[src/design/alu_pkg.sv]
// alu package: word type, function codes, register map and sequencer states
package alu_pkg;

    localparam int AXIL_AW = 15;

    typedef logic [31:0] word_t;

    typedef enum logic [7:0] {
        FUNC_ADD = 8'h02,
        FUNC_SUB = 8'h03,
        FUNC_BLG = 8'h32
    } alu_func_e;

    // 3 is not listed and falls through to xor
    typedef enum logic [1:0] {
        LOP_AND = 2'd0,
        LOP_OR  = 2'd1,
        LOP_XOR = 2'd2
    } logic_op_e;

    typedef enum logic [2:0] {
        S_IDLE,
        S_RD_A,
        S_RD_B,
        S_WR,
        S_DONE
    } seq_state_e;

    localparam logic [7:0] START_KEY = 8'h5a;

    localparam logic [AXIL_AW-1:0] REG_FUNC   = 15'h0000;
    localparam logic [AXIL_AW-1:0] REG_START  = 15'h0004;
    localparam logic [AXIL_AW-1:0] REG_STATUS = 15'h0008;
    localparam logic [AXIL_AW-1:0] REG_FLAGS  = 15'h000c;
    localparam logic [AXIL_AW-1:0] REG_LEN    = 15'h0010;
    localparam logic [AXIL_AW-1:0] REG_OPT    = 15'h0014;
    localparam logic [AXIL_AW-1:0] RAM_WINDOW = 15'h1000;

    // operand ram segments, sit above the word index
    localparam logic [1:0] SEG_A = 2'd0;
    localparam logic [1:0] SEG_B = 2'd1;
    localparam logic [1:0] SEG_C = 2'd2;

    localparam logic [1:0] RESP_OKAY   = 2'b00;
    localparam logic [1:0] RESP_SLVERR = 2'b10;

    function automatic logic func_valid(input alu_func_e f);
        return f inside {FUNC_ADD, FUNC_SUB, FUNC_BLG};
    endfunction

endpackage
[src/design/alu_word_engine.sv]
// word engine: holds the A word and carry, combines A with B into one result word
`timescale 1ns/100ps

module alu_word_engine (
    input  logic                          clk,
    input  logic                          rst_n,
    input  alu_pkg::alu_func_e            func,
    input  alu_pkg::logic_op_e            opt,
    input  alu_pkg::seq_state_e           phase,
    input  logic                          carry_clr,
    input  alu_pkg::word_t                rdat,
    output alu_pkg::word_t                wdat,
    output logic                          carry
);
    import alu_pkg::*;

    word_t a_q;
    logic  carry_q;
    logic  carry_nxt;

    // A word lands on rdat while B is being read
    always_ff @(posedge clk) begin
        if (phase == S_RD_B) begin
            a_q <= rdat;
        end
    end

    // rdat holds B during the write cycle
    always_comb begin
        carry_nxt = 1'b0;
        case (func)
            FUNC_ADD: {carry_nxt, wdat} = {1'b0, a_q} + {1'b0, rdat} + 33'(carry_q);
            // top bit of the 33-bit difference is the borrow
            FUNC_SUB: {carry_nxt, wdat} = {1'b0, a_q} - {1'b0, rdat} - 33'(carry_q);
            FUNC_BLG: begin
                case (opt)
                    LOP_AND: wdat = a_q & rdat;
                    LOP_OR:  wdat = a_q | rdat;
                    default: wdat = a_q ^ rdat;
                endcase
            end
            default: wdat = '0;
        endcase
    end

    always_ff @(posedge clk or negedge rst_n) begin
        if (!rst_n) begin
            carry_q <= 1'b0;
        end else if (carry_clr) begin
            carry_q <= 1'b0;
        end else if (phase == S_WR) begin
            carry_q <= carry_nxt;
        end
    end

    assign carry = carry_q;

endmodule

[config.mk]
export PLATFORM = sky130hd
export DESIGN_NAME = alu_word_engine
export DESIGN_NICKNAME = d
export VERILOG_FILES = /design/src/design/alu_pkg.sv /design/src/design/alu_word_engine.sv
export SDC_FILE = /design/constraint.sdc
export NUM_CORES = 1
export LEC_CHECK = 0
export BUFFER_PORTS_ARGS = -buffer_cell sky130_fd_sc_hd__buf_2
export CAP_MARGIN = 20
export CORE_ASPECT_RATIO = 1.2
export CORE_MARGIN = 2
export CORE_UTILIZATION = 60
export DETAILED_ROUTE_END_ITERATION = 12
export GPL_TIMING_DRIVEN = 0
export PLACE_DENSITY = 0.85
export SETUP_SLACK_MARGIN = 0.1
export SLEW_MARGIN = 10
export SYNTH_ARGS = -nofsm -noshare
export SYNTH_HDL_FRONTEND = slang
export SYNTH_SLANG_ARGS = --single-unit
export TNS_END_PERCENT = 30
[constraint.sdc]
create_clock -name clk -period 8 [get_ports clk]
set_input_delay 0 -clock clk [delete_from_list [all_inputs] [get_ports clk]]
set_output_delay 0 -clock clk [all_outputs]
set_load 0.005 [all_outputs]
==> metrics <==
status=finished, final reports clean; register area share after synthesis=14.5%; Stages on worst setup path=13; CTS buffer count=5; Post-CTS Resized=0; sequential cell area=986 um2; pwr/cell area=113 nW/um2; crit path cell chain=fa_1 > inv_1 > fa_1 > nor2b_1 > o31a_1 > o21a_1 > o21ai_1 > o31ai_2 > a31o_2 > mux2i_1 > a221oi_1 > o21ai_0 > buf_2; leak pwr=3.86 nW; initial DRC count=641; post-synth top area cell=ha_1; later-pin clock latency in the skew report=0.29 ns; Post-CTS Repair Setup Buffers=0; CTS tree=built; Reg clk slew, reported paths=0.05 ns; Rows=42; global routing's busiest layer=met2; Crit Path Category=reg -> out; crit path max fanout=5; XOR/XNOR share of the synthesized area=5.79%; Fin Clk Skew=0.0136 ns; Core Footprint=11,000 um2; Synthesis Warnings=0; Distinct cells, synth=64; vias in the first global route=7,055; Worst Path Arrival=3.92 ns; post-synth top area share=23.2%; Synth Flop Type=edfxtp_1; Slew HR=24.0%; met2 Use GR=61.2%; worst slew pin tran=1.14 ns; Worst Path Required=8.00 ns; ANT nets after route=0; global-route wire length before repair=33,800 um; Final Hold Vio Count=0; Antenna diodes=0; CTS max path bufs=2; die extent in y=121 um; fin crit period=3.92 ns; Final Net Count=1,209; gr usage total=35.3%; worst min path class=in -> async; share of cells above drive strength 1=9.81%; Syn Nets=1,087; Pre-antenna DRT Iters=8; adder-cell share of the synthesized area=24.3%; EDFF count, synth=32; flops & latches, synth=33; footprint of the multi-input gates=5220 um2; main combinational cell family by area after synthesis=compound AO/OA/AOI/OAI gates; Total Power=0.891 mW; die area=12,200 um2; Worst path most repeated cell=fa_1; DRC errors left=0; crit path launch type=flop; post-synthesis compound-gate area fraction=28.4%; Filler cells=956; max frequency=0.255 GHz; Avg Inst Size Synth=7.49 um2; Cells after Synth=909; Synth Cell Area=6810 um2; met3 Use GR=4.91%; Crit path max-delay family=compound AO/OA/AOI/OAI gates; total grt overflow=0; WP buf/inv=2; Synth area leaders=ha_1, edfxtp_1, inv_1; top cells by count, synth=ha_1, inv_1, nor2_1; I/O pins=81; hpwl dp=15,900 um; clock root buffer=clkbuf_16; CTS Sinks=33; Max-cap violations=0; worst-case reg-to-reg path depth=11; H-tree levels=2; Global Route met1 Usage=39.7%; post-DR wirelength/cell=18.5 um; setup violators final=0; kind of end point of the critical path=output port; Worst VDD drop=76.9 uV; CP max-delay cell=o31ai_2; die width=101 um; Vias/cell=6.21; PortBufs=78; via total after detailed routing=7,215; Synth-to-Final Area Change=15.5%; GP Congestion=1.01; setup TNS=0 ns; Post-Route WL=21,500 um; Synth Area in Simple Gates=14.7%; crit-path max cell delay=0.53 ns; Initial Utilization=61.7%; RSZ-0062 raised after global routing=false; Slew Viols, Final=0; final worst-path cycle share=49.0%; post-synthesis mux area share=3.38%; FFs w/ async S/R, synth=3.03%; antenna violations before repair=0; largest net degree at the start of global routing=12
## stage by stage
step | setup WS, ns | cell area [um2] | std cells | hold slack, ns | util [%]
floorplan | 5.07 | 6810 | 909 | -0.296 | -
global placement | 3.21 | 7360 | 1119 | -0.225 | 66.7
global route | 3.73 | 7860 | 1162 | 0.0327 | 71.2
CTS | 4.14 | 7860 | 1162 | 0.0322 | 71.2
finish | 4.08 | 7860 | 1162 | 0.0407 | 71.2
detailed placement | 4.47 | 7390 | 1122 | -0.224 | 67.0
## timing repair
action / CTS / global route
endpoints found under the hold margin: 34 / 0
endpoints found under the setup margin: 0 / 0
hold buffers: 34 / 0
## worst register-to-register path: cells and delay by family, from the launching register on
family,cells,cell delay [ns]
compound gates,6,1.63
fa+ha+maj,2,0.66
buf+inv,1,0.07
flops,1,0.50
simple gates,2,0.46
## cells by family after synthesis
family,count (synthesis)
xor+xnor,45
mux,23
compound gates,293
buf+inv,162
flops,33
fa+ha+maj,130
simple gates,223
## metal layers
metal	vias up	part of all wire, %
li1	3458	-
met3	111	8.5
met5	-	0
met1	3271	36
met4	0	7.3
met2	375	48
## cell usage in the layout, fill, tap and decap left out, drive strengths merged, types with 4 or more instances in the layout
master | synthesis | final
o211ai | 9 | 9
a22oi | 5 | 5
a21o | 32 | 32
fa | 4 | 4
a21oi | 76 | 76
nor2b | 4 | 4
o21bai | 6 | 6
o21ai | 60 | 60
a2111oi | 4 | 4
o221ai | 12 | 12
buf | 6 | 87
nand2b | 7 | 7
o21a | 11 | 11
and3 | 14 | 14
xor2 | 24 | 24
dlygate4sd3 | 0 | 34
o22ai | 15 | 15
inv | 126 | 126
a211oi | 19 | 19
edfxtp | 32 | 32
mux2i | 23 | 23
a31oi | 11 | 11
nor2 | 79 | 79
clkbuf | 30 | 35
nand2 | 71 | 71
ha | 126 | 126
nand3 | 18 | 18
nor3 | 7 | 7
o31ai | 4 | 4
xnor2 | 21 | 21
nand4 | 6 | 6
## area by class of cell
type	count	share of cell area (%)
clock buffers	5	1.59
plain buffers	36	1.75
clock inverters	1	0.0637
multi-input cells	714	66.4
well taps	132	2.10
flip-flops and latches	33	12.5
inverters	126	6.02
repair buffers	115	9.58
## report_power, final
part	switching, mW	internal, mW	leakage [nW]
clock	0.0789	0.111	0.0655
sequential	0.00521	0.199	0.308
combinational	0.298	0.198	3.49
## sequential cells by signal (all words and copies together) (netlist names)
name   flops
a_q       32
carry      1
## worst paths after layout
path	slack (ns)	end	from
setup / recovery	4.08	wdat[26]	carry
hold / removal	0.04	carry	rst_n
setup reg to reg	4.62	carry	carry
max in group asynchronous	7.87	carry	rst_n
min in group clk	0.14	a_q[13]	phase[2]
hold reg to reg	0.82	carry	carry
No activity file was read; power rests on OpenSTA's default activity.
