## src/design/alu_pkg.sv

```systemverilog
// alu package: word type, function codes, register map and sequencer states
package alu_pkg;

    localparam int AXIL_AW = 15;

    typedef logic [31:0] word_t;

    typedef enum logic [7:0] {
        FUNC_ADD = 8'h02,
        FUNC_SUB = 8'h03,
        FUNC_BLG = 8'h32
    } alu_func_e;

    // 3 is not listed and falls through to xor
    typedef enum logic [1:0] {
        LOP_AND = 2'd0,
        LOP_OR  = 2'd1,
        LOP_XOR = 2'd2
    } logic_op_e;

    typedef enum logic [2:0] {
        S_IDLE,
        S_RD_A,
        S_RD_B,
        S_WR,
        S_DONE
    } seq_state_e;

    localparam logic [7:0] START_KEY = 8'h5a;

    localparam logic [AXIL_AW-1:0] REG_FUNC   = 15'h0000;
    localparam logic [AXIL_AW-1:0] REG_START  = 15'h0004;
    localparam logic [AXIL_AW-1:0] REG_STATUS = 15'h0008;
    localparam logic [AXIL_AW-1:0] REG_FLAGS  = 15'h000c;
    localparam logic [AXIL_AW-1:0] REG_LEN    = 15'h0010;
    localparam logic [AXIL_AW-1:0] REG_OPT    = 15'h0014;
    localparam logic [AXIL_AW-1:0] RAM_WINDOW = 15'h1000;

    // operand ram segments, sit above the word index
    localparam logic [1:0] SEG_A = 2'd0;
    localparam logic [1:0] SEG_B = 2'd1;
    localparam logic [1:0] SEG_C = 2'd2;

    localparam logic [1:0] RESP_OKAY   = 2'b00;
    localparam logic [1:0] RESP_SLVERR = 2'b10;

    function automatic logic func_valid(input alu_func_e f);
        return f inside {FUNC_ADD, FUNC_SUB, FUNC_BLG};
    endfunction

endpackage
```

## src/design/alu_cmd_if.sv

```systemverilog
// alu command and status: run setup from the register block, run state back
`timescale 1ns/100ps

interface alu_cmd_if #(
    parameter int NWORDS = 64
);
    import alu_pkg::*;

    localparam int IW = $clog2(NWORDS);

    logic            start;
    alu_func_e       func;
    logic_op_e       opt;
    logic [IW-1:0]   len;

    logic            busy;
    logic            done;
    logic            carry;
    logic            func_err;

    // copies held by the sequencer for the whole run
    alu_func_e       run_func;
    logic_op_e       run_opt;

    modport regs (
        output start, func, opt, len,
        input  busy, done, carry, func_err
    );

    modport seq (
        input  start, func, opt,
        output busy, done, func_err, run_func, run_opt
    );

    modport cnt (input start, len);

endinterface

```

## src/design/alu_word_cnt.sv

```systemverilog
// word counter: operand word index for the run, flags the last word
`timescale 1ns/100ps

module alu_word_cnt #(
    parameter int NWORDS = 64
) (
    input  logic                          clk,
    input  logic                          rst_n,
    alu_cmd_if.cnt                        cmd,
    input  logic                          step,
    output logic [$clog2(NWORDS)-1:0]     idx,
    output logic                          last
);

    localparam int IW = $clog2(NWORDS);

    logic [IW-1:0] len_m1;

    // len 0 wraps to NWORDS-1, a full operand
    assign len_m1 = cmd.len - IW'(1);
    assign last   = (idx == len_m1);

    always_ff @(posedge clk or negedge rst_n) begin
        if (!rst_n) begin
            idx <= '0;
        end else if (cmd.start) begin
            idx <= '0;
        end else if (step) begin
            idx <= idx + IW'(1);
        end
    end

endmodule

```

## src/flat_wrapper.sv

```systemverilog
// flat-port wrapper written by rule: the top's interface ports become plain ports
module alu_word_cnt_flat 
#(
    parameter int NWORDS = 64
)
  (clk, rst_n, step, idx, last, cmd_start, cmd_len);
  alu_cmd_if #(.NWORDS(NWORDS)) cmd_i ();
  input  logic clk;
  input  logic rst_n;
  input  logic step;
  output logic [$clog2(NWORDS)-1:0] idx;
  output logic last;
  input wire logic [$bits(cmd_i.start)-1:0] cmd_start;
  input wire logic [$bits(cmd_i.len)-1:0] cmd_len;
  assign cmd_i.start = cmd_start;
  assign cmd_i.len = cmd_len;
  alu_word_cnt #(.NWORDS(NWORDS)) u_core (.clk(clk), .rst_n(rst_n), .cmd(cmd_i), .step(step), .idx(idx), .last(last));
endmodule
```

## config.mk

```make
export PLATFORM = sky130hd
export DESIGN_NAME = alu_word_cnt_flat
export DESIGN_NICKNAME = d
export VERILOG_FILES = /design/src/design/alu_pkg.sv /design/src/design/alu_cmd_if.sv /design/src/design/alu_word_cnt.sv /design/src/flat_wrapper.sv
export SDC_FILE = /design/constraint.sdc
export NUM_CORES = 1
export LEC_CHECK = 0
export ABC_AREA = 1
export BUFFER_PORTS_ARGS = -buffer_cell sky130_fd_sc_hd__buf_2
export CAP_MARGIN = 10
export CORE_AREA = 2 2 39 41
export CTS_BUF_LIST = sky130_fd_sc_hd__clkbuf_8
export DETAILED_ROUTE_END_ITERATION = 10
export DIE_AREA = 0 0 41 43
export GPL_TIMING_DRIVEN = 1
export MAX_ROUTING_LAYER = met4
export PLACE_DENSITY_LB_ADDON = 0.12
export SLEW_MARGIN = 20
export SYNTH_ARGS = -nofsm -noshare
export SYNTH_HDL_FRONTEND = slang
export SYNTH_SLANG_ARGS = --single-unit
```

## constraint.sdc

```tcl
create_clock -name clk -period 1.13 [get_ports clk]
set_input_delay 0.1695 -clock clk [delete_from_list [all_inputs] [get_ports clk]]
set_output_delay 0.1695 -clock clk [all_outputs]
set_load 0.01 [all_outputs]
```

==> out/results.tsv, run 1 <==
metric	value	unit
Maximum Capacitance Violations	0	
Clock Power Share	44.6	%
worst rel slew slack	77.20	%
Synth area leaders	dfrtp_1 (28%), nand2_1 (16%), nand3_1 (10%)	
Synth Register Bits	6	
Post-Syn Nets	95	
router iterations before antenna repair	4	
Synth Instances	83	
Fin Clk Skew	3.797	ps
post-synthesis sequential area ratio	27.78	%
Biggest register	u_core.idx	
Synth-to-Final Area Change	59.72	%
CTS tree	done	
antenna diode count	0	
list of most frequent post-synthesis cells	nand2_1 (23), inv_1 (14), nand3_1 (11)	
die span in x	41	um
total gr overflow	0	
CP endpoint kind	output pin	
ys flop type	dfrtp_1	
CTS Sinks	6	
Setup crit start kind	flip-flop	
CTS H-tree lvls	1	
Final WS setup	-306.7	ps
first-pass GRT wire length	1.994	mm
vias in the first global route	534	
DRC viols	0	
clock tree buffer depth	2	
Reg area	153.9	um2
top cell type by total area after synthesis	dfrtp_1	
Initial Util	39.06	%
total track usage	16.99	%
max reg flops	6	
Final min period	1437	ps
Power Dens Cells	867.7	mW/mm2
Net Sw Frac	27.10	%
layout cell share with drive strength beyond 1	45.69	%
Worst Path Max Fanout	2	
Core Box Area	0.001384	mm2
r2r worst-path depth	7	
Initial DRC Count	10	
fin nets	129	
CTS root buffer	clkbuf_8	
Int Power	546.1	uW
largest net degree at the start of global routing	7	
CTS buffer count	3	
count leader, synth	nand2_1	
CP arrival	1270	ps
multi-input gate area in the final layout	381.6	um2
clk_lat worst skew	230	ps
hold_ws	134.8	ps
total negative slack	-522.9	ps
Peak VDD IR	0.8205	mV
Fmax	696.0	MHz
WL final	1.240	mm
clock slew at the register clock pins of the worst setup and hold paths	40	ps
vias per cell	4.530	
ys async rst share	100.0	%
final number of setup-violating endpoints	5	
antenna-violating nets left	0	
Leak	0.4462	nW
failing checks	setup timing	
number of flops mapped to enable cells by yosys	0	
outcome	finished with violations	
Hold Crit Depth	2	
Distinct cells, synth	16	
sequential power share	30.9	%
period utilisation layout	127.1	%
GP Congestion	0.6927	
row cnt	14	
total power	749.1	uW
die height	43	um
# IOs	17	
final core occ	62.39	%
share of the synthesized area in the top cell type	27.78	%
fin. max-slew vios	0	
Final HPWL DP	970.5	um
wire length per cell	9.394	um
die area	0.001763	mm2
syn avg cell area	6.512	um2
Worst Hold Class	in2reg	
Vias	598	
number of buffers added on ports	16	
initial antenna violation count	0	
Fill cells	141	
Comb pwr share	24.5	%
RSZ-0062 raised after global routing	yes	
Worst-Margin Slew	341.6	ps
Top Registers	u_core.idx: 6 flops	
yosys warns	0	
switching pwr	203.0	uW
Crit Path Class	reg2out	
Worst EP required	960	ps
Cell Area, Synth	540.5	um2
final number of hold-violating endpoints	0	
## critical path, cell delays in order, from the launching register on
cell	delay, ps
dfrtp_2	420
xor2_1	170
nand2_1	60
nor2_1	100
nand2_1	70
nor3_2	90
buf_2	140
## power by group through the flow
stage               Sequential, mW  Combinational (mW)  Clock (mW)
finish                       0.231               0.184       0.334
global route                 0.232               0.206       0.363
detailed placement           0.236               0.150           0
floorplan                    0.238              0.0799           0
CTS                          0.230               0.171       0.347
global placement             0.235               0.146           0
## final timing paths
check,from,endpoint,slack (ps)
worst max-delay path,u_core.idx[1],last,-310
worst min-delay path,cmd_start,u_core.idx[2],130
worst max register to register,u_core.idx[1],u_core.idx[4],-120
worst min register to register,u_core.idx[2],u_core.idx[2],640
max in group asynchronous,rst_n,u_core.idx[4],670
min in group asynchronous,rst_n,u_core.idx[2],300
## routing by layer
layer  part of all wire, %  global-route usage [%]
met2                    53                   25.62
met4                   1.7                   8.000
met3                   3.2                   3.141
met5                     0                       -
met1                    42                   21.05
## timing repair
action | CTS | global route
pin swaps | 5 | 5
hold endpoints to repair | 6 | 0
endpoints found under the setup margin | 2 | 5
hold buffers | 1 | 0
buffers inserted | 2 | 2
gates resized for setup | 3 | 8
## cell families (layout without fill, tap and decap cells)
kind of cell | count (synthesis) | after routing | share of synthesized area, %
adders and majority gates | 2 | 2 | 4.629
and+or+nand+nor | 48 | 48 | 42.82
buffers and inverters | 16 | 49 | 11.11
DFF | 6 | 6 | 27.78
xor gates and xnor gates | 5 | 5 | 8.103
AOI/OAI and AO/OA | 6 | 6 | 5.554
## metrics by stage
step	worst slack [ps]	area [um2]	instances
floorplan	-14.17	564.3	83
global placement	-232.5	732.0	124
detailed placement	-288.8	732.0	124
CTS	-330.1	820.8	131
global route	-377.0	863.3	132
finish	-306.7	863.3	132
## cell usage in the layout, fill, tap and decap left out, types with 3 or more instances in the layout
master	netlist	routed
o21ai_1	3	3
nor2_1	5	5
inv_1	14	11
buf_4	0	9
inv_2	2	5
nand3_1	11	10
dfrtp_2	0	3
buf_6	0	4
clkbuf_8	0	3
nand2_1	23	23
xor2_1	3	3
buf_2	0	15
dfrtp_1	6	3
## cell type report
type | instances | area share (%)
Clock buffer | 3 | 4.783
Clock inverter | 1 | 0.4348
Inverter | 16 | 7.536
Multi-Input combinational cell | 61 | 44.20
Sequential cell | 6 | 17.83
Tap cell | 16 | 2.319
Timing Repair Buffer | 29 | 22.90
Note: power is estimated with default switching activity, not from simulation.
==> inputs of run 2 (changes only) <==
--- a/config.mk
+++ b/config.mk
@@ -8,10 +8,9 @@
 export ABC_AREA = 1
 export BUFFER_PORTS_ARGS = -buffer_cell sky130_fd_sc_hd__buf_2
 export CAP_MARGIN = 10
-export CORE_AREA = 2 2 39 41
+export CORE_UTILIZATION = 25
 export CTS_BUF_LIST = sky130_fd_sc_hd__clkbuf_8
 export DETAILED_ROUTE_END_ITERATION = 10
-export DIE_AREA = 0 0 41 43
 export GPL_TIMING_DRIVEN = 1
 export MAX_ROUTING_LAYER = met4
 export PLACE_DENSITY_LB_ADDON = 0.12
==> run 2 against run 1 <==
- the run still ends with setup timing left
- worst setup slack better by 33 ps
- largest power group unchanged
- clock skew down 1.2 ps
- final cell count up 11%
- fmax up 2.4%
- via count up 3.3%
- non-clock buffer count up 4
- global-route usage down 4.0 points
- utilization down 17 points
- critical path type unchanged
==> out/results.tsv, run 2 (synthesis gave the netlist of run 1 again) <==
metric	value	unit	change
DRC viols	0		unchanged
Initial DRC Count	12		was 10
Crit path top cell by count	nand2_1		unchanged
CTS root buffer	clkbuf_8		unchanged
total track usage	12.98	%	was 16.99%
initial antenna violation count	0		unchanged
Setup crit start kind	flip-flop		unchanged
Worst Path Max Fanout	4		was 2
die span in x	48.50	um	was 41 um
final number of setup-violating endpoints	5		unchanged
final core occ	45.38	%	was 62.39%
layout cell share with drive strength beyond 1	46.67	%	was 45.69%
Worst EP required	960	ps	about the same
Fin Clk Skew	2.616	ps	was 3.797 ps
period utilisation layout	124.2	%	was 127.1%
CTS tree	done		unchanged
Worst Hold Class	in2reg		unchanged
max reg flops	6		unchanged
Largest stage delay, worst path	420	ps	about the same
failing checks	setup timing		unchanged
vias in the first global route	556		was 534
worst r2r src	u_core.idx[0]		was u_core.idx[1]
Fmax	712.4	MHz	was 696.0 MHz
antenna-violating nets left	0		unchanged
row cnt	16		was 14
CTS buffer count	3		unchanged
# IOs	17		unchanged
Initial Util	27.00	%	was 39.06%
Core Box Area	0.002002	mm2	was 0.001384 mm2
commonest non-fill, non-tap cells in the layout	nand2_1 (23), buf_2 (15), buf_4 (12), inv_1 (11), nand3_1 (10)		was nand2_1 (23), buf_2 (15), inv_1 (11), nand3_1 (10), buf_4 (9)
WL final	1.351	mm	was 1.240 mm
Worst-Margin Slew	297.7	ps	was 341.6 ps
clk_lat worst skew	230	ps	about the same
Crit Path Class	reg2out		unchanged
most common cell after layout, fill and taps aside	nand2_1		unchanged
clock slew at the register clock pins of the worst setup and hold paths	40	ps	about the same
number of buffers added on ports	16		unchanged
antenna diode count	0		unchanged
Worst Setup SP	u_core.idx[0]		was u_core.idx[1]
Top Registers	u_core.idx: 6 flops		unchanged
RSZ-0062 raised after global routing	yes		unchanged
Power Dens Cells	840.2	mW/mm2	was 867.7 mW/mm2
fin nets	133		was 129
Final HPWL DP	1.044	mm	was 970.5 um
hold_ws	149.3	ps	was 134.8 ps
die height	48.50	um	was 43 um
Leak	0.4591	nW	was 0.4462 nW
CTS H-tree lvls	1		unchanged
fin. max-slew vios	0		unchanged
router iterations before antenna repair	4		unchanged
first-pass GRT wire length	2.235	mm	was 1.994 mm
Final WS setup	-273.7	ps	was -306.7 ps
largest net degree at the start of global routing	7		unchanged
die area	0.002352	mm2	was 0.001763 mm2
Biggest register	u_core.idx		unchanged
total gr overflow	0		unchanged
r2r worst-path depth	8		was 7
Crit-path slowest cell	dfrtp_2		unchanged
CP bufs+invs	2		was 1
Final min period	1404	ps	was 1437 ps
Top delay family on crit path	flip-flops		unchanged
CP endpoint kind	output pin		unchanged
wire length per cell	9.190	um	was 9.394 um
vias per cell	4.204		was 4.530
Fill cells	211		was 141
outcome	finished with violations		unchanged
CTS Sinks	6		unchanged
CP arrival	1230	ps	was 1270 ps
Vias	618		was 598
Synth-to-Final Area Change	68.06	%	was 59.72%
critical path depth	8		was 6
Peak VDD IR	0.5798	mV	was 0.8205 mV
GP Congestion	0.7465		was 0.6927
clock tree buffer depth	2		unchanged
Maximum Capacitance Violations	0		unchanged
Hold Crit Depth	2		unchanged
hold wc startpoint	cmd_start		unchanged
critical-path cell list	inv_2 -> nand2_1 -> nand2_1 -> nand2_1 -> nor2_1 -> nand2_1 -> nor3_2 -> buf_2		was xor2_1 -> nand2_1 -> nor2_1 -> nand2_1 -> nor3_2 -> buf_2
worst rel slew slack	80.13	%	was 77.20%
final number of hold-violating endpoints	0		unchanged
-- run 2: cell types whose count changed in the layout (fill, tap and decap cells not counted), sizes merged --
| cell | change |
|---|---|
| buf | +4 |
-- run 2: repair_timing --
item                       4_1_cts  5_1_grt
hold endpoints to repair         6        0
pin swaps                        6        6
buffers inserted                 3        3
gates resized for setup          8        4
hold buffers                     1        0
setup endpoints to repair        3        6
-- run 2: stage by stage --
step / instance area [um2] / cells / total power [mW] / setup slack, ps / setup TNS (ps)
2_1_floorplan: 564.3 / 83 / 0.3174 / -14.17 / -22.02
3_5_place_dp: 760.7 / 137 / 0.3859 / -265.8 / -320.4
3_3_place_gp: 760.7 / 137 / 0.3846 / -251.5 / -288.3
5_1_grt: 908.4 / 147 / 0.7976 / -384.8 / -1070
6_report: 908.4 / 147 / 0.7632 / -273.7 / -672.8
4_1_cts: 884.6 / 145 / 0.7651 / -318.4 / -572.5
-- run 2: area by class of cell --
class	instances	area, um2	area share, %
Timing Repair Buffer	33	231.5	25.48
Inverter	16	65.06	7.163
Clock buffer	3	41.29	4.545
Clock inverter	1	3.754	0.4132
Multi-Input combinational cell	61	379.1	41.74
Tap cell	27	33.78	3.719
Sequential cell	6	153.9	16.94
-- run 2: metal layers --
layer | routed length, um | GRT usage [%]
met5 | 0 | -
met4 | 38 | 10.29
met3 | 40 | 0.9434
met2 | 607 | 19.95
met1 | 664 | 15.70
-- run 2: path summary, 6_finish.rpt --
| path | endpoint | slack, ps |
|---|---|---|
| min reg2reg | u_core.idx[3] | 680 |
| max | last | -270 |
| max in group asynchronous | u_core.idx[4] | 660 |
| min | u_core.idx[2] | 150 |
| max reg2reg | u_core.idx[4] | -170 |
| min in group asynchronous | u_core.idx[1] | 300 |
-- run 2: power by group --
group | internal [mW] | total (mW) | switching [mW] | leakage, nW
registers | 0.223 | 0.230 | 0.00705 | 0.0778
logic | 0.0935 | 0.191 | 0.0979 | 0.354
clock network | 0.235 | 0.341 | 0.107 | 0.0269
-- run 2: worst reg2reg max path, cell delays in order, from the launching register on --
cell and delay, ps:
dfrtp_2 380, buf_4 110, buf_6 100, ha_4 130, inv_2 30, nor3_2 170, nand2_1 90, o21ai_1 120
a21oi_1 50
