===== config.mk =====
export PLATFORM = sky130hd
export DESIGN_NAME = alu_axil_regs_flat
export DESIGN_NICKNAME = d
export VERILOG_FILES = /design/src/design/alu_pkg.sv /design/src/design/alu_cmd_if.sv /design/src/design/alu_ram_if.sv /design/src/design/alu_axil_regs.sv /design/src/flat_wrapper.sv
export SDC_FILE = /design/constraint.sdc
export NUM_CORES = 1
export LEC_CHECK = 0
export BUFFER_PORTS_ARGS = -buffer_cell sky130_fd_sc_hd__buf_2
export CAP_MARGIN = 25
export CORE_ASPECT_RATIO = 1.75
export CORE_MARGIN = 4
export CORE_UTILIZATION = 40
export CTS_CLUSTER_SIZE = 10
export DETAILED_ROUTE_END_ITERATION = 10
export PLACE_DENSITY = 0.78
export SLEW_MARGIN = 10
export SYNTH_ARGS = -nofsm -noshare
export SYNTH_HDL_FRONTEND = slang
export SYNTH_SLANG_ARGS = --single-unit

===== constraint.sdc =====
create_clock -name clk -period 2.5 [get_ports clk]
set_input_delay 0.375 -clock clk [delete_from_list [all_inputs] [get_ports clk]]
set_output_delay 0.375 -clock clk [all_outputs]
set_load 0.01 [all_outputs]

===== src/design/alu_pkg.sv =====
// alu package: word type, function codes, register map and sequencer states
package alu_pkg;

    localparam int AXIL_AW = 15;

    typedef logic [31:0] word_t;

    typedef enum logic [7:0] {
        FUNC_ADD = 8'h02,
        FUNC_SUB = 8'h03,
        FUNC_BLG = 8'h32
    } alu_func_e;

    // 3 is not listed and falls through to xor
    typedef enum logic [1:0] {
        LOP_AND = 2'd0,
        LOP_OR  = 2'd1,
        LOP_XOR = 2'd2
    } logic_op_e;

    typedef enum logic [2:0] {
        S_IDLE,
        S_RD_A,
        S_RD_B,
        S_WR,
        S_DONE
    } seq_state_e;

    localparam logic [7:0] START_KEY = 8'h5a;

    localparam logic [AXIL_AW-1:0] REG_FUNC   = 15'h0000;
    localparam logic [AXIL_AW-1:0] REG_START  = 15'h0004;
    localparam logic [AXIL_AW-1:0] REG_STATUS = 15'h0008;
    localparam logic [AXIL_AW-1:0] REG_FLAGS  = 15'h000c;
    localparam logic [AXIL_AW-1:0] REG_LEN    = 15'h0010;
    localparam logic [AXIL_AW-1:0] REG_OPT    = 15'h0014;
    localparam logic [AXIL_AW-1:0] RAM_WINDOW = 15'h1000;

    // operand ram segments, sit above the word index
    localparam logic [1:0] SEG_A = 2'd0;
    localparam logic [1:0] SEG_B = 2'd1;
    localparam logic [1:0] SEG_C = 2'd2;

    localparam logic [1:0] RESP_OKAY   = 2'b00;
    localparam logic [1:0] RESP_SLVERR = 2'b10;

    function automatic logic func_valid(input alu_func_e f);
        return f inside {FUNC_ADD, FUNC_SUB, FUNC_BLG};
    endfunction

endpackage

===== src/design/alu_cmd_if.sv =====
// alu command and status: run setup from the register block, run state back
`timescale 1ns/100ps

interface alu_cmd_if #(
    parameter int NWORDS = 64
);
    import alu_pkg::*;

    localparam int IW = $clog2(NWORDS);

    logic            start;
    alu_func_e       func;
    logic_op_e       opt;
    logic [IW-1:0]   len;

    logic            busy;
    logic            done;
    logic            carry;
    logic            func_err;

    // copies held by the sequencer for the whole run
    alu_func_e       run_func;
    logic_op_e       run_opt;

    modport regs (
        output start, func, opt, len,
        input  busy, done, carry, func_err
    );

    modport seq (
        input  start, func, opt,
        output busy, done, func_err, run_func, run_opt
    );

    modport cnt (input start, len);

endinterface


===== src/design/alu_ram_if.sv =====
// operand ram access port: word address, read and write strobes, data both ways
`timescale 1ns/100ps

interface alu_ram_if #(
    parameter int NWORDS = 64
);
    import alu_pkg::*;

    // segment number on top of the word index
    localparam int AW = $clog2(NWORDS) + 2;

    logic [AW-1:0] addr;
    logic          rd;
    logic          wr;
    word_t         wdat;
    word_t         rdat;

    modport host (output addr, rd, wr, wdat, input rdat);
    modport ram  (input addr, rd, wr, wdat, output rdat);

endinterface


===== src/design/alu_axil_regs.sv =====
// alu register block: AXI4-Lite slave with control, status, flags and the ram window
`timescale 1ns/100ps

module alu_axil_regs #(
    parameter int NWORDS = 64
) (
    input  logic                          clk,
    input  logic                          rst_n,
    input  logic [alu_pkg::AXIL_AW-1:0]   s_axil_awaddr,
    input  logic                          s_axil_awvalid,
    output logic                          s_axil_awready,
    input  alu_pkg::word_t                s_axil_wdata,
    input  logic                          s_axil_wvalid,
    output logic                          s_axil_wready,
    output logic [1:0]                    s_axil_bresp,
    output logic                          s_axil_bvalid,
    input  logic                          s_axil_bready,
    input  logic [alu_pkg::AXIL_AW-1:0]   s_axil_araddr,
    input  logic                          s_axil_arvalid,
    output logic                          s_axil_arready,
    output alu_pkg::word_t                s_axil_rdata,
    output logic [1:0]                    s_axil_rresp,
    output logic                          s_axil_rvalid,
    input  logic                          s_axil_rready,
    alu_cmd_if.regs                       cmd,
    alu_ram_if.host                       ram
);
    import alu_pkg::*;

    localparam int IW = $clog2(NWORDS);

    logic [7:0]    func_q;
    logic [IW-1:0] len_q;
    logic [1:0]    opt_q;
    logic          flag_done;
    logic          flag_err;

    logic          wr_acc;
    logic          wr_win;
    logic          wr_err;
    logic          wr_ram;
    logic          wr_reg;
    logic          flags_wr;
    logic          rd_acc;
    logic          rd_win;
    logic          rd_err;
    logic          rd_ram;
    logic          win_pend;
    word_t         reg_rdata;

    function automatic logic reg_hit(input logic [AXIL_AW-1:0] a);
        return a inside {REG_FUNC, REG_START, REG_STATUS, REG_FLAGS, REG_LEN, REG_OPT};
    endfunction

    // write side, address and data taken together
    assign wr_acc = s_axil_awvalid & s_axil_wvalid & ~s_axil_bvalid;
    assign s_axil_awready = wr_acc;
    assign s_axil_wready  = wr_acc;

    assign wr_win = |(s_axil_awaddr & RAM_WINDOW);
    assign wr_err = wr_win ? (cmd.busy | (s_axil_awaddr[IW+3:IW+2] > SEG_C))
                           : ~reg_hit(s_axil_awaddr);
    assign wr_ram   = wr_acc & wr_win & ~wr_err;
    assign wr_reg   = wr_acc & ~wr_win & ~wr_err;
    assign flags_wr = wr_reg & (s_axil_awaddr == REG_FLAGS);

    // read side, held off while the write owns the ram port
    assign rd_win = |(s_axil_araddr & RAM_WINDOW);
    assign rd_err = rd_win ? (cmd.busy | (s_axil_araddr[IW+3:IW+2] > SEG_C))
                           : ~reg_hit(s_axil_araddr);
    assign rd_acc = s_axil_arvalid & ~s_axil_rvalid & ~win_pend & ~(rd_win & wr_ram);
    assign rd_ram = rd_acc & rd_win & ~rd_err;
    assign s_axil_arready = rd_acc;

    assign ram.wr   = wr_ram;
    assign ram.rd   = rd_ram;
    assign ram.addr = wr_ram ? s_axil_awaddr[IW+3:2] : s_axil_araddr[IW+3:2];
    assign ram.wdat = s_axil_wdata;

    assign cmd.start = wr_reg & (s_axil_awaddr == REG_START) &
                       (s_axil_wdata[7:0] == START_KEY) & ~cmd.busy;
    assign cmd.func  = alu_func_e'(func_q);
    assign cmd.opt   = logic_op_e'(opt_q);
    assign cmd.len   = len_q;

    always_ff @(posedge clk or negedge rst_n) begin
        if (!rst_n) begin
            func_q    <= '0;
            len_q     <= '0;
            opt_q     <= '0;
            flag_done <= 1'b0;
            flag_err  <= 1'b0;
        end else begin
            if (wr_reg) begin
                case (s_axil_awaddr)
                    REG_FUNC: func_q <= s_axil_wdata[7:0];
                    REG_LEN:  len_q  <= s_axil_wdata[IW-1:0];
                    REG_OPT:  opt_q  <= s_axil_wdata[1:0];
                    default:  ;
                endcase
            end
            // sticky, write one to clear, a new event wins
            flag_done <= cmd.done | (flag_done & ~(flags_wr & s_axil_wdata[0]));
            flag_err  <= cmd.func_err | (flag_err & ~(flags_wr & s_axil_wdata[1]));
        end
    end

    always_ff @(posedge clk or negedge rst_n) begin
        if (!rst_n) begin
            s_axil_bvalid <= 1'b0;
            s_axil_bresp  <= RESP_OKAY;
        end else if (wr_acc) begin
            s_axil_bvalid <= 1'b1;
            s_axil_bresp  <= wr_err ? RESP_SLVERR : RESP_OKAY;
        end else if (s_axil_bready) begin
            s_axil_bvalid <= 1'b0;
        end
    end

    always_comb begin
        reg_rdata = '0;
        case (s_axil_araddr)
            REG_FUNC:   reg_rdata[7:0]    = func_q;
            REG_STATUS: reg_rdata[1:0]    = {cmd.carry, cmd.busy};
            REG_FLAGS:  reg_rdata[1:0]    = {flag_err, flag_done};
            REG_LEN:    reg_rdata[IW-1:0] = len_q;
            REG_OPT:    reg_rdata[1:0]    = opt_q;
            default:    ;
        endcase
    end

    // window reads spend one extra cycle on the ram
    always_ff @(posedge clk or negedge rst_n) begin
        if (!rst_n) begin
            win_pend      <= 1'b0;
            s_axil_rvalid <= 1'b0;
            s_axil_rresp  <= RESP_OKAY;
        end else begin
            win_pend <= rd_ram;
            if (rd_acc & ~rd_ram) begin
                s_axil_rvalid <= 1'b1;
                s_axil_rresp  <= rd_err ? RESP_SLVERR : RESP_OKAY;
            end else if (win_pend) begin
                s_axil_rvalid <= 1'b1;
                s_axil_rresp  <= RESP_OKAY;
            end else if (s_axil_rready) begin
                s_axil_rvalid <= 1'b0;
            end
        end
    end

    always_ff @(posedge clk) begin
        if (win_pend) begin
            s_axil_rdata <= ram.rdat;
        end else if (rd_acc & ~rd_ram) begin
            s_axil_rdata <= rd_err ? '0 : reg_rdata;
        end
    end

endmodule


===== src/flat_wrapper.sv =====
// flat-port wrapper written by rule: the top's interface ports become plain ports
module alu_axil_regs_flat import alu_pkg::*;
#(
    parameter int NWORDS = 64
)
  (clk, rst_n, s_axil_awaddr, s_axil_awvalid, s_axil_awready, s_axil_wdata, s_axil_wvalid, s_axil_wready, s_axil_bresp, s_axil_bvalid, s_axil_bready, s_axil_araddr, s_axil_arvalid, s_axil_arready, s_axil_rdata, s_axil_rresp, s_axil_rvalid, s_axil_rready, cmd_start, cmd_func, cmd_opt, cmd_len, cmd_busy, cmd_done, cmd_carry, cmd_func_err, ram_addr, ram_rd, ram_wr, ram_wdat, ram_rdat);
  alu_cmd_if #(.NWORDS(NWORDS)) cmd_i ();
  alu_ram_if #(.NWORDS(NWORDS)) ram_i ();
  input  logic clk;
  input  logic rst_n;
  input  logic [alu_pkg::AXIL_AW-1:0] s_axil_awaddr;
  input  logic s_axil_awvalid;
  output logic s_axil_awready;
  input  alu_pkg::word_t s_axil_wdata;
  input  logic s_axil_wvalid;
  output logic s_axil_wready;
  output logic [1:0] s_axil_bresp;
  output logic s_axil_bvalid;
  input  logic s_axil_bready;
  input  logic [alu_pkg::AXIL_AW-1:0] s_axil_araddr;
  input  logic s_axil_arvalid;
  output logic s_axil_arready;
  output alu_pkg::word_t s_axil_rdata;
  output logic [1:0] s_axil_rresp;
  output logic s_axil_rvalid;
  input  logic s_axil_rready;
  output wire logic [$bits(cmd_i.start)-1:0] cmd_start;
  output wire logic [$bits(cmd_i.func)-1:0] cmd_func;
  output wire logic [$bits(cmd_i.opt)-1:0] cmd_opt;
  output wire logic [$bits(cmd_i.len)-1:0] cmd_len;
  input wire logic [$bits(cmd_i.busy)-1:0] cmd_busy;
  input wire logic [$bits(cmd_i.done)-1:0] cmd_done;
  input wire logic [$bits(cmd_i.carry)-1:0] cmd_carry;
  input wire logic [$bits(cmd_i.func_err)-1:0] cmd_func_err;
  output wire logic [$bits(ram_i.addr)-1:0] ram_addr;
  output wire logic [$bits(ram_i.rd)-1:0] ram_rd;
  output wire logic [$bits(ram_i.wr)-1:0] ram_wr;
  output wire logic [$bits(ram_i.wdat)-1:0] ram_wdat;
  input wire logic [$bits(ram_i.rdat)-1:0] ram_rdat;
  assign cmd_start = cmd_i.start;
  assign cmd_func = cmd_i.func;
  assign cmd_opt = cmd_i.opt;
  assign cmd_len = cmd_i.len;
  assign cmd_i.busy = cmd_busy;
  assign cmd_i.done = cmd_done;
  assign cmd_i.carry = cmd_carry;
  assign cmd_i.func_err = cmd_func_err;
  assign ram_addr = ram_i.addr;
  assign ram_rd = ram_i.rd;
  assign ram_wr = ram_i.wr;
  assign ram_wdat = ram_i.wdat;
  assign ram_i.rdat = ram_rdat;
  alu_axil_regs #(.NWORDS(NWORDS)) u_core (.clk(clk), .rst_n(rst_n), .s_axil_awaddr(s_axil_awaddr), .s_axil_awvalid(s_axil_awvalid), .s_axil_awready(s_axil_awready), .s_axil_wdata(s_axil_wdata), .s_axil_wvalid(s_axil_wvalid), .s_axil_wready(s_axil_wready), .s_axil_bresp(s_axil_bresp), .s_axil_bvalid(s_axil_bvalid), .s_axil_bready(s_axil_bready), .s_axil_araddr(s_axil_araddr), .s_axil_arvalid(s_axil_arvalid), .s_axil_arready(s_axil_arready), .s_axil_rdata(s_axil_rdata), .s_axil_rresp(s_axil_rresp), .s_axil_rvalid(s_axil_rvalid), .s_axil_rready(s_axil_rready), .cmd(cmd_i), .ram(ram_i));
endmodule

==> report_table.html <==
<table>
<tr><th>Metric</th><th>Value</th></tr>
<tr><th colspan="2">Synthesis</th></tr>
<tr><td>Commonest register cell after synthesis</td><td>sky130_fd_sc_hd__edfxtp_1</td></tr>
<tr><td>Compound-Gate Fraction of Synth Area</td><td>5.43%</td></tr>
<tr><td>Synth async-reset ratio</td><td>41.8%</td></tr>
<tr><td>Fraction of the mapped netlist area in simple logic gates</td><td>18.3%</td></tr>
<tr><td>Number of distinct library cells after synthesis</td><td>40</td></tr>
<tr><td>Mean area per synthesized cell</td><td>12.7 µm²</td></tr>
<tr><td>Number of synthesized flops with an enable pin</td><td>32</td></tr>
<tr><td>Total of flip-flops plus latches after synthesis</td><td>55</td></tr>
<tr><td>Post-Synth Adder-Cell Area</td><td>0%</td></tr>
<tr><td>Warnings from Yosys</td><td>0</td></tr>
<tr><td>Combinational family with the most area after synthesis</td><td>simple AND/OR/NAND/NOR gates</td></tr>
<tr><td>Number of standard cells after synthesis</td><td>231</td></tr>
<tr><td>Mapped cell area</td><td>2930 µm²</td></tr>
<tr><td>Synthesized-area fraction occupied by xor and xnor cells</td><td>0%</td></tr>
<tr><td>Multiplexer share of the synthesized area</td><td>12.8%</td></tr>
<tr><td>Part of the Yosys area used for sequential elements</td><td>52.5%</td></tr>
<tr><th colspan="2">CTS</th></tr>
<tr><td>Buffer type at the clock tree root</td><td>sky130_fd_sc_hd__clkbuf_16</td></tr>
<tr><td>Post-cts resize count</td><td>0</td></tr>
<tr><td>Skew-Pair Late Insertion Delay</td><td>290 ps</td></tr>
<tr><td>CTS sink cnt</td><td>55</td></tr>
<tr><td>Post-CTS Setup Repair Bufs</td><td>0</td></tr>
<tr><td>CTS tree</td><td>done</td></tr>
<tr><td>Clock transition at the register clock pins on the worst setup and hold paths after CTS</td><td>70 ps</td></tr>
<tr><td>Number of H-tree branching levels</td><td>2</td></tr>
<tr><td>Hold buffer count at cts</td><td>0</td></tr>
<tr><td>TritonCTS buffer count</td><td>5</td></tr>
<tr><td>Deepest clock path buffer count</td><td>2</td></tr>
<tr><th colspan="2">Critical path</th></tr>
<tr><td>Critical Path RT</td><td>2120 ps</td></tr>
<tr><td>Worst endpoint data arrival time</td><td>1830 ps</td></tr>
<tr><td>Worst Setup Path Type</td><td>flop to output pin</td></tr>
<tr><td>Worst Setup End Kind</td><td>output pin</td></tr>
<tr><td>Maximum fanout encountered on the critical timing path</td><td>12</td></tr>
<tr><td>Type of element launching the critical path</td><td>flop</td></tr>
<tr><th colspan="2">Detailed routing</th></tr>
<tr><td>DRC errors left</td><td>0</td></tr>
<tr><td>Violation count after the first detailed-route iteration</td><td>94</td></tr>
<tr><td>Vias</td><td>2206</td></tr>
<tr><td>First-pass DRT Iterations</td><td>4</td></tr>
<tr><td>Post-DRT Antenna Nets</td><td>0</td></tr>
<tr><td>Average wire length per cell after detail routing</td><td>16.8 µm</td></tr>
<tr><td>Average via count per standard cell</td><td>5.00</td></tr>
<tr><td>Overall routed net length</td><td>7.39 mm</td></tr>
<tr><th colspan="2">Timing</th></tr>
<tr><td>RSZ-0062 raised after global routing</td><td>no</td></tr>
<tr><td>Post-route clock period utilization</td><td>88.1%</td></tr>
<tr><td>Tightest slew margin relative to the limit</td><td>60.8%</td></tr>
<tr><td>Accumulated negative setup slack</td><td>0 ps</td></tr>
<tr><td>Highest clock rate</td><td>0.454 GHz</td></tr>
<tr><td>Clock period minus worst slack</td><td>2200 ps</td></tr>
<tr><td>Hold Violations, Final</td><td>0</td></tr>
<tr><td>Final worst clock skew</td><td>4.29 ps</td></tr>
<tr><td>Final setup vio count</td><td>0</td></tr>
<tr><td>Final count of pins violating max slew</td><td>0</td></tr>
<tr><td>Slew at the pin closest to its max-slew limit</td><td>584 ps</td></tr>
<tr><th colspan="2">Layout</th></tr>
<tr><td>Net count of the finished layout</td><td>459</td></tr>
<tr><td>Fraction of layout cells with a size suffix above 1</td><td>56.3%</td></tr>
<tr><td>Count of fill cells added during filler insertion</td><td>675</td></tr>
<tr><td>Area growth syn-to-layout</td><td>25.9%</td></tr>
<tr><td>Final standard cell count with taps included and fillers excluded</td><td>441</td></tr>
<tr><td>Antenna fix cells</td><td>0</td></tr>
<tr><th colspan="2">Global routing</th></tr>
<tr><td>First-pass GRT wire length</td><td>11.5 mm</td></tr>
<tr><td>Total overflow reported by the global router</td><td>0</td></tr>
<tr><td>GRT Util Overall</td><td>17.1%</td></tr>
<tr><td>Pin count of the biggest net entering global routing</td><td>36</td></tr>
<tr><td>Initial antenna violation count</td><td>0</td></tr>
<tr><td>Vias in the first global route</td><td>2232</td></tr>
<tr><th colspan="2">Floorplan</th></tr>
<tr><td>Starting density of the core</td><td>40.7%</td></tr>
<tr><td>Number of placement rows</td><td>41</td></tr>
<tr><td>Overall die area</td><td>8800 µm²</td></tr>
<tr><td>Top Ports</td><td>205</td></tr>
<tr><td>Floorplan core area</td><td>7180 µm²</td></tr>
<tr><td>Die boundary width</td><td>72.7 µm</td></tr>
<tr><td>Die boundary height</td><td>121 µm</td></tr>
<tr><th colspan="2">Flow run</th></tr>
<tr><td>Max-cap violations</td><td>0</td></tr>
<tr><th colspan="2">Placed design</th></tr>
<tr><td>Total instance count after detailed placement</td><td>433</td></tr>
<tr><td>Total of buffers placed on input and output ports</td><td>154</td></tr>
<tr><td>GPL Wtd Cong</td><td>0.900</td></tr>
<tr><td>Sum of net half-perimeters after detailed placement</td><td>5.97 mm</td></tr>
<tr><th colspan="2">Outcome</th></tr>
<tr><td>Status</td><td>completed</td></tr>
<tr><th colspan="2">Min path</th></tr>
<tr><td>Hold Crit Class</td><td>input port to asynchronous set/reset pin</td></tr>
<tr><th colspan="2">Power and ir drop</th></tr>
<tr><td>Power density of the placed cells</td><td>564 nW/µm²</td></tr>
<tr><td>Leakage power figure</td><td>1.77 nW</td></tr>
<tr><td>Max VDD drop</td><td>311 µV</td></tr>
</table>
[Yosys cell counts (2+ instances only)]
cell type                   number  share of area, %
sky130_fd_sc_hd__a211oi_1        4               1.0
sky130_fd_sc_hd__a21oi_1         4              0.68
sky130_fd_sc_hd__a22o_1          2              0.60
sky130_fd_sc_hd__a22oi_1         2              0.51
sky130_fd_sc_hd__a2bb2oi_1       2              0.60
sky130_fd_sc_hd__and2_1         24               5.1
sky130_fd_sc_hd__buf_4          35               9.0
sky130_fd_sc_hd__clkbuf_1        6              0.77
sky130_fd_sc_hd__dfrtp_1        23                20
sky130_fd_sc_hd__edfxtp_1       32                33
sky130_fd_sc_hd__inv_1           4              0.51
sky130_fd_sc_hd__mux2_2         20               7.7
sky130_fd_sc_hd__mux2_4          6               3.1
sky130_fd_sc_hd__mux2i_1         6               2.1
sky130_fd_sc_hd__nand2_1        10               1.3
sky130_fd_sc_hd__nand2b_1        6               1.3
sky130_fd_sc_hd__nand3_1         4              0.68
sky130_fd_sc_hd__nand4_1         3              0.64
sky130_fd_sc_hd__nor2b_1         2              0.43
sky130_fd_sc_hd__nor3_1          2              0.34
sky130_fd_sc_hd__nor4_1          4              0.85
sky130_fd_sc_hd__nor4_4          4               2.9
sky130_fd_sc_hd__o21ai_0         7               1.2
sky130_fd_sc_hd__or3_1           3              0.64
[layout make-up]
type / count / area [µm²] / share of cell area [%]
timing repair buffer: 158 / 801 / 21.7
clock buffer: 5 / 125 / 3.40
tap: 86 / 108 / 2.92
clock inverter: 3 / 22.5 / 0.611
inverter: 4 / 15.0 / 0.407
sequential: 55 / 1540 / 41.7
multi-input combinational: 130 / 1080 / 29.2
[report_power, final]
group          internal (mW)  switching, mW  total, mW
combinational          0.140          0.185      0.326
clock                  0.375          0.323      0.698
sequential              1.04         0.0180       1.05
[layer usage]
| layer | global-route usage, % | share of wire (%) | up-vias |
|---|---|---|---|
| met5 | 0 | 0 | - |
| met4 | 6.93 | 2.5 | 0 |
| met3 | 3.48 | 7.5 | 20 |
| met2 | 30.4 | 54 | 103 |
| met1 | 19.3 | 36 | 1038 |
| li1 | - | - | 1045 |
[sequential cells by signal, summed over array words and instances (netlist names)]
register / cells
u_core.s_axil_rdata: 32
u_core.s_axil_rresp: 1
u_core.s_axil_rvalid: 1
u_core.s_axil_bresp: 1
u_core.flag_done: 1
u_core.cmd.func: 8
u_core.s_axil_bvalid: 1
u_core.cmd.len: 6
u_core.cmd.opt: 2
u_core.flag_err: 1
u_core.win_pend: 1
[logic make-up (layout without fill, tap and decap cells)]
group / count (synthesis) / count (layout)
other: 1 / 2
flip-flops: 55 / 55
multiplexers: 32 / 32
AND/OR/NAND/NOR: 72 / 72
buffers and inverters: 47 / 170
AO/OA/AOI/OAI: 24 / 24
[through the flow]
step	setup slack (ps)	total power [mW]	hold WS, ps	utilization (%)	area [µm²]
finish	297	2.08	59.6	51.3	3680
CTS	272	2.11	66.1	51.3	3680
detailed placement	411	1.41	389	49.3	3540
floorplan	381	1.27	79.4	-	2930
global route	207	2.18	91.6	51.3	3680
global placement	475	1.40	379	49.3	3540
[layout by cell type, fill, tap and decap left out, drive strengths merged, types with 2 or more instances in the layout]
cell type,Yosys,final
a211oi,4,4
a21oi,4,4
a22o,2,2
a22oi,2,2
a2bb2oi,2,2
and2,24,24
buf,37,158
clkbuf,6,5
clkinv,0,2
conb,1,2
dfrtp,23,23
edfxtp,32,32
inv,4,5
mux2,26,26
mux2i,6,6
nand2,10,10
nand2b,6,6
nand3,4,4
nand3b,2,2
nand4,4,4
nor2b,2,2
nor3,2,2
nor4,8,8
nor4b,2,2
o21ai,7,7
or3,3,3
[worst max-delay path, stage by stage, from the launching register on]
cell and delay (ps):
sky130_fd_sc_hd__dfrtp_1 390, sky130_fd_sc_hd__nand3b_4 190, sky130_fd_sc_hd__a211oi_1 220, sky130_fd_sc_hd__buf_4 240, sky130_fd_sc_hd__mux2_2 360, sky130_fd_sc_hd__buf_2 140
[final timing paths]
path | from | endpoint | slack [ps] | cells after the start
max | u_core.s_axil_bvalid$_DFFE_PN0P_ | ram_addr[5] | 300 | 5
min | rst_n | u_core.cmd.len[4]$_DFFE_PN0P_ | 60 | 1
max reg2reg | u_core.s_axil_bvalid$_DFFE_PN0P_ | u_core.cmd.func[5]$_DFFE_PN0P_ | 630 | 5
min reg2reg | u_core.s_axil_bresp[1]$_DFFE_PN0P_ | u_core.s_axil_bresp[1]$_DFFE_PN0P_ | 470 | 2
max in group asynchronous | rst_n | u_core.s_axil_rvalid$_DFFE_PN0P_ | 2060 | 1
min in group clk | cmd_func_err | u_core.flag_err$_DFF_PN0_ | 270 | 2
No activity file was read; power rests on OpenSTA's default activity.
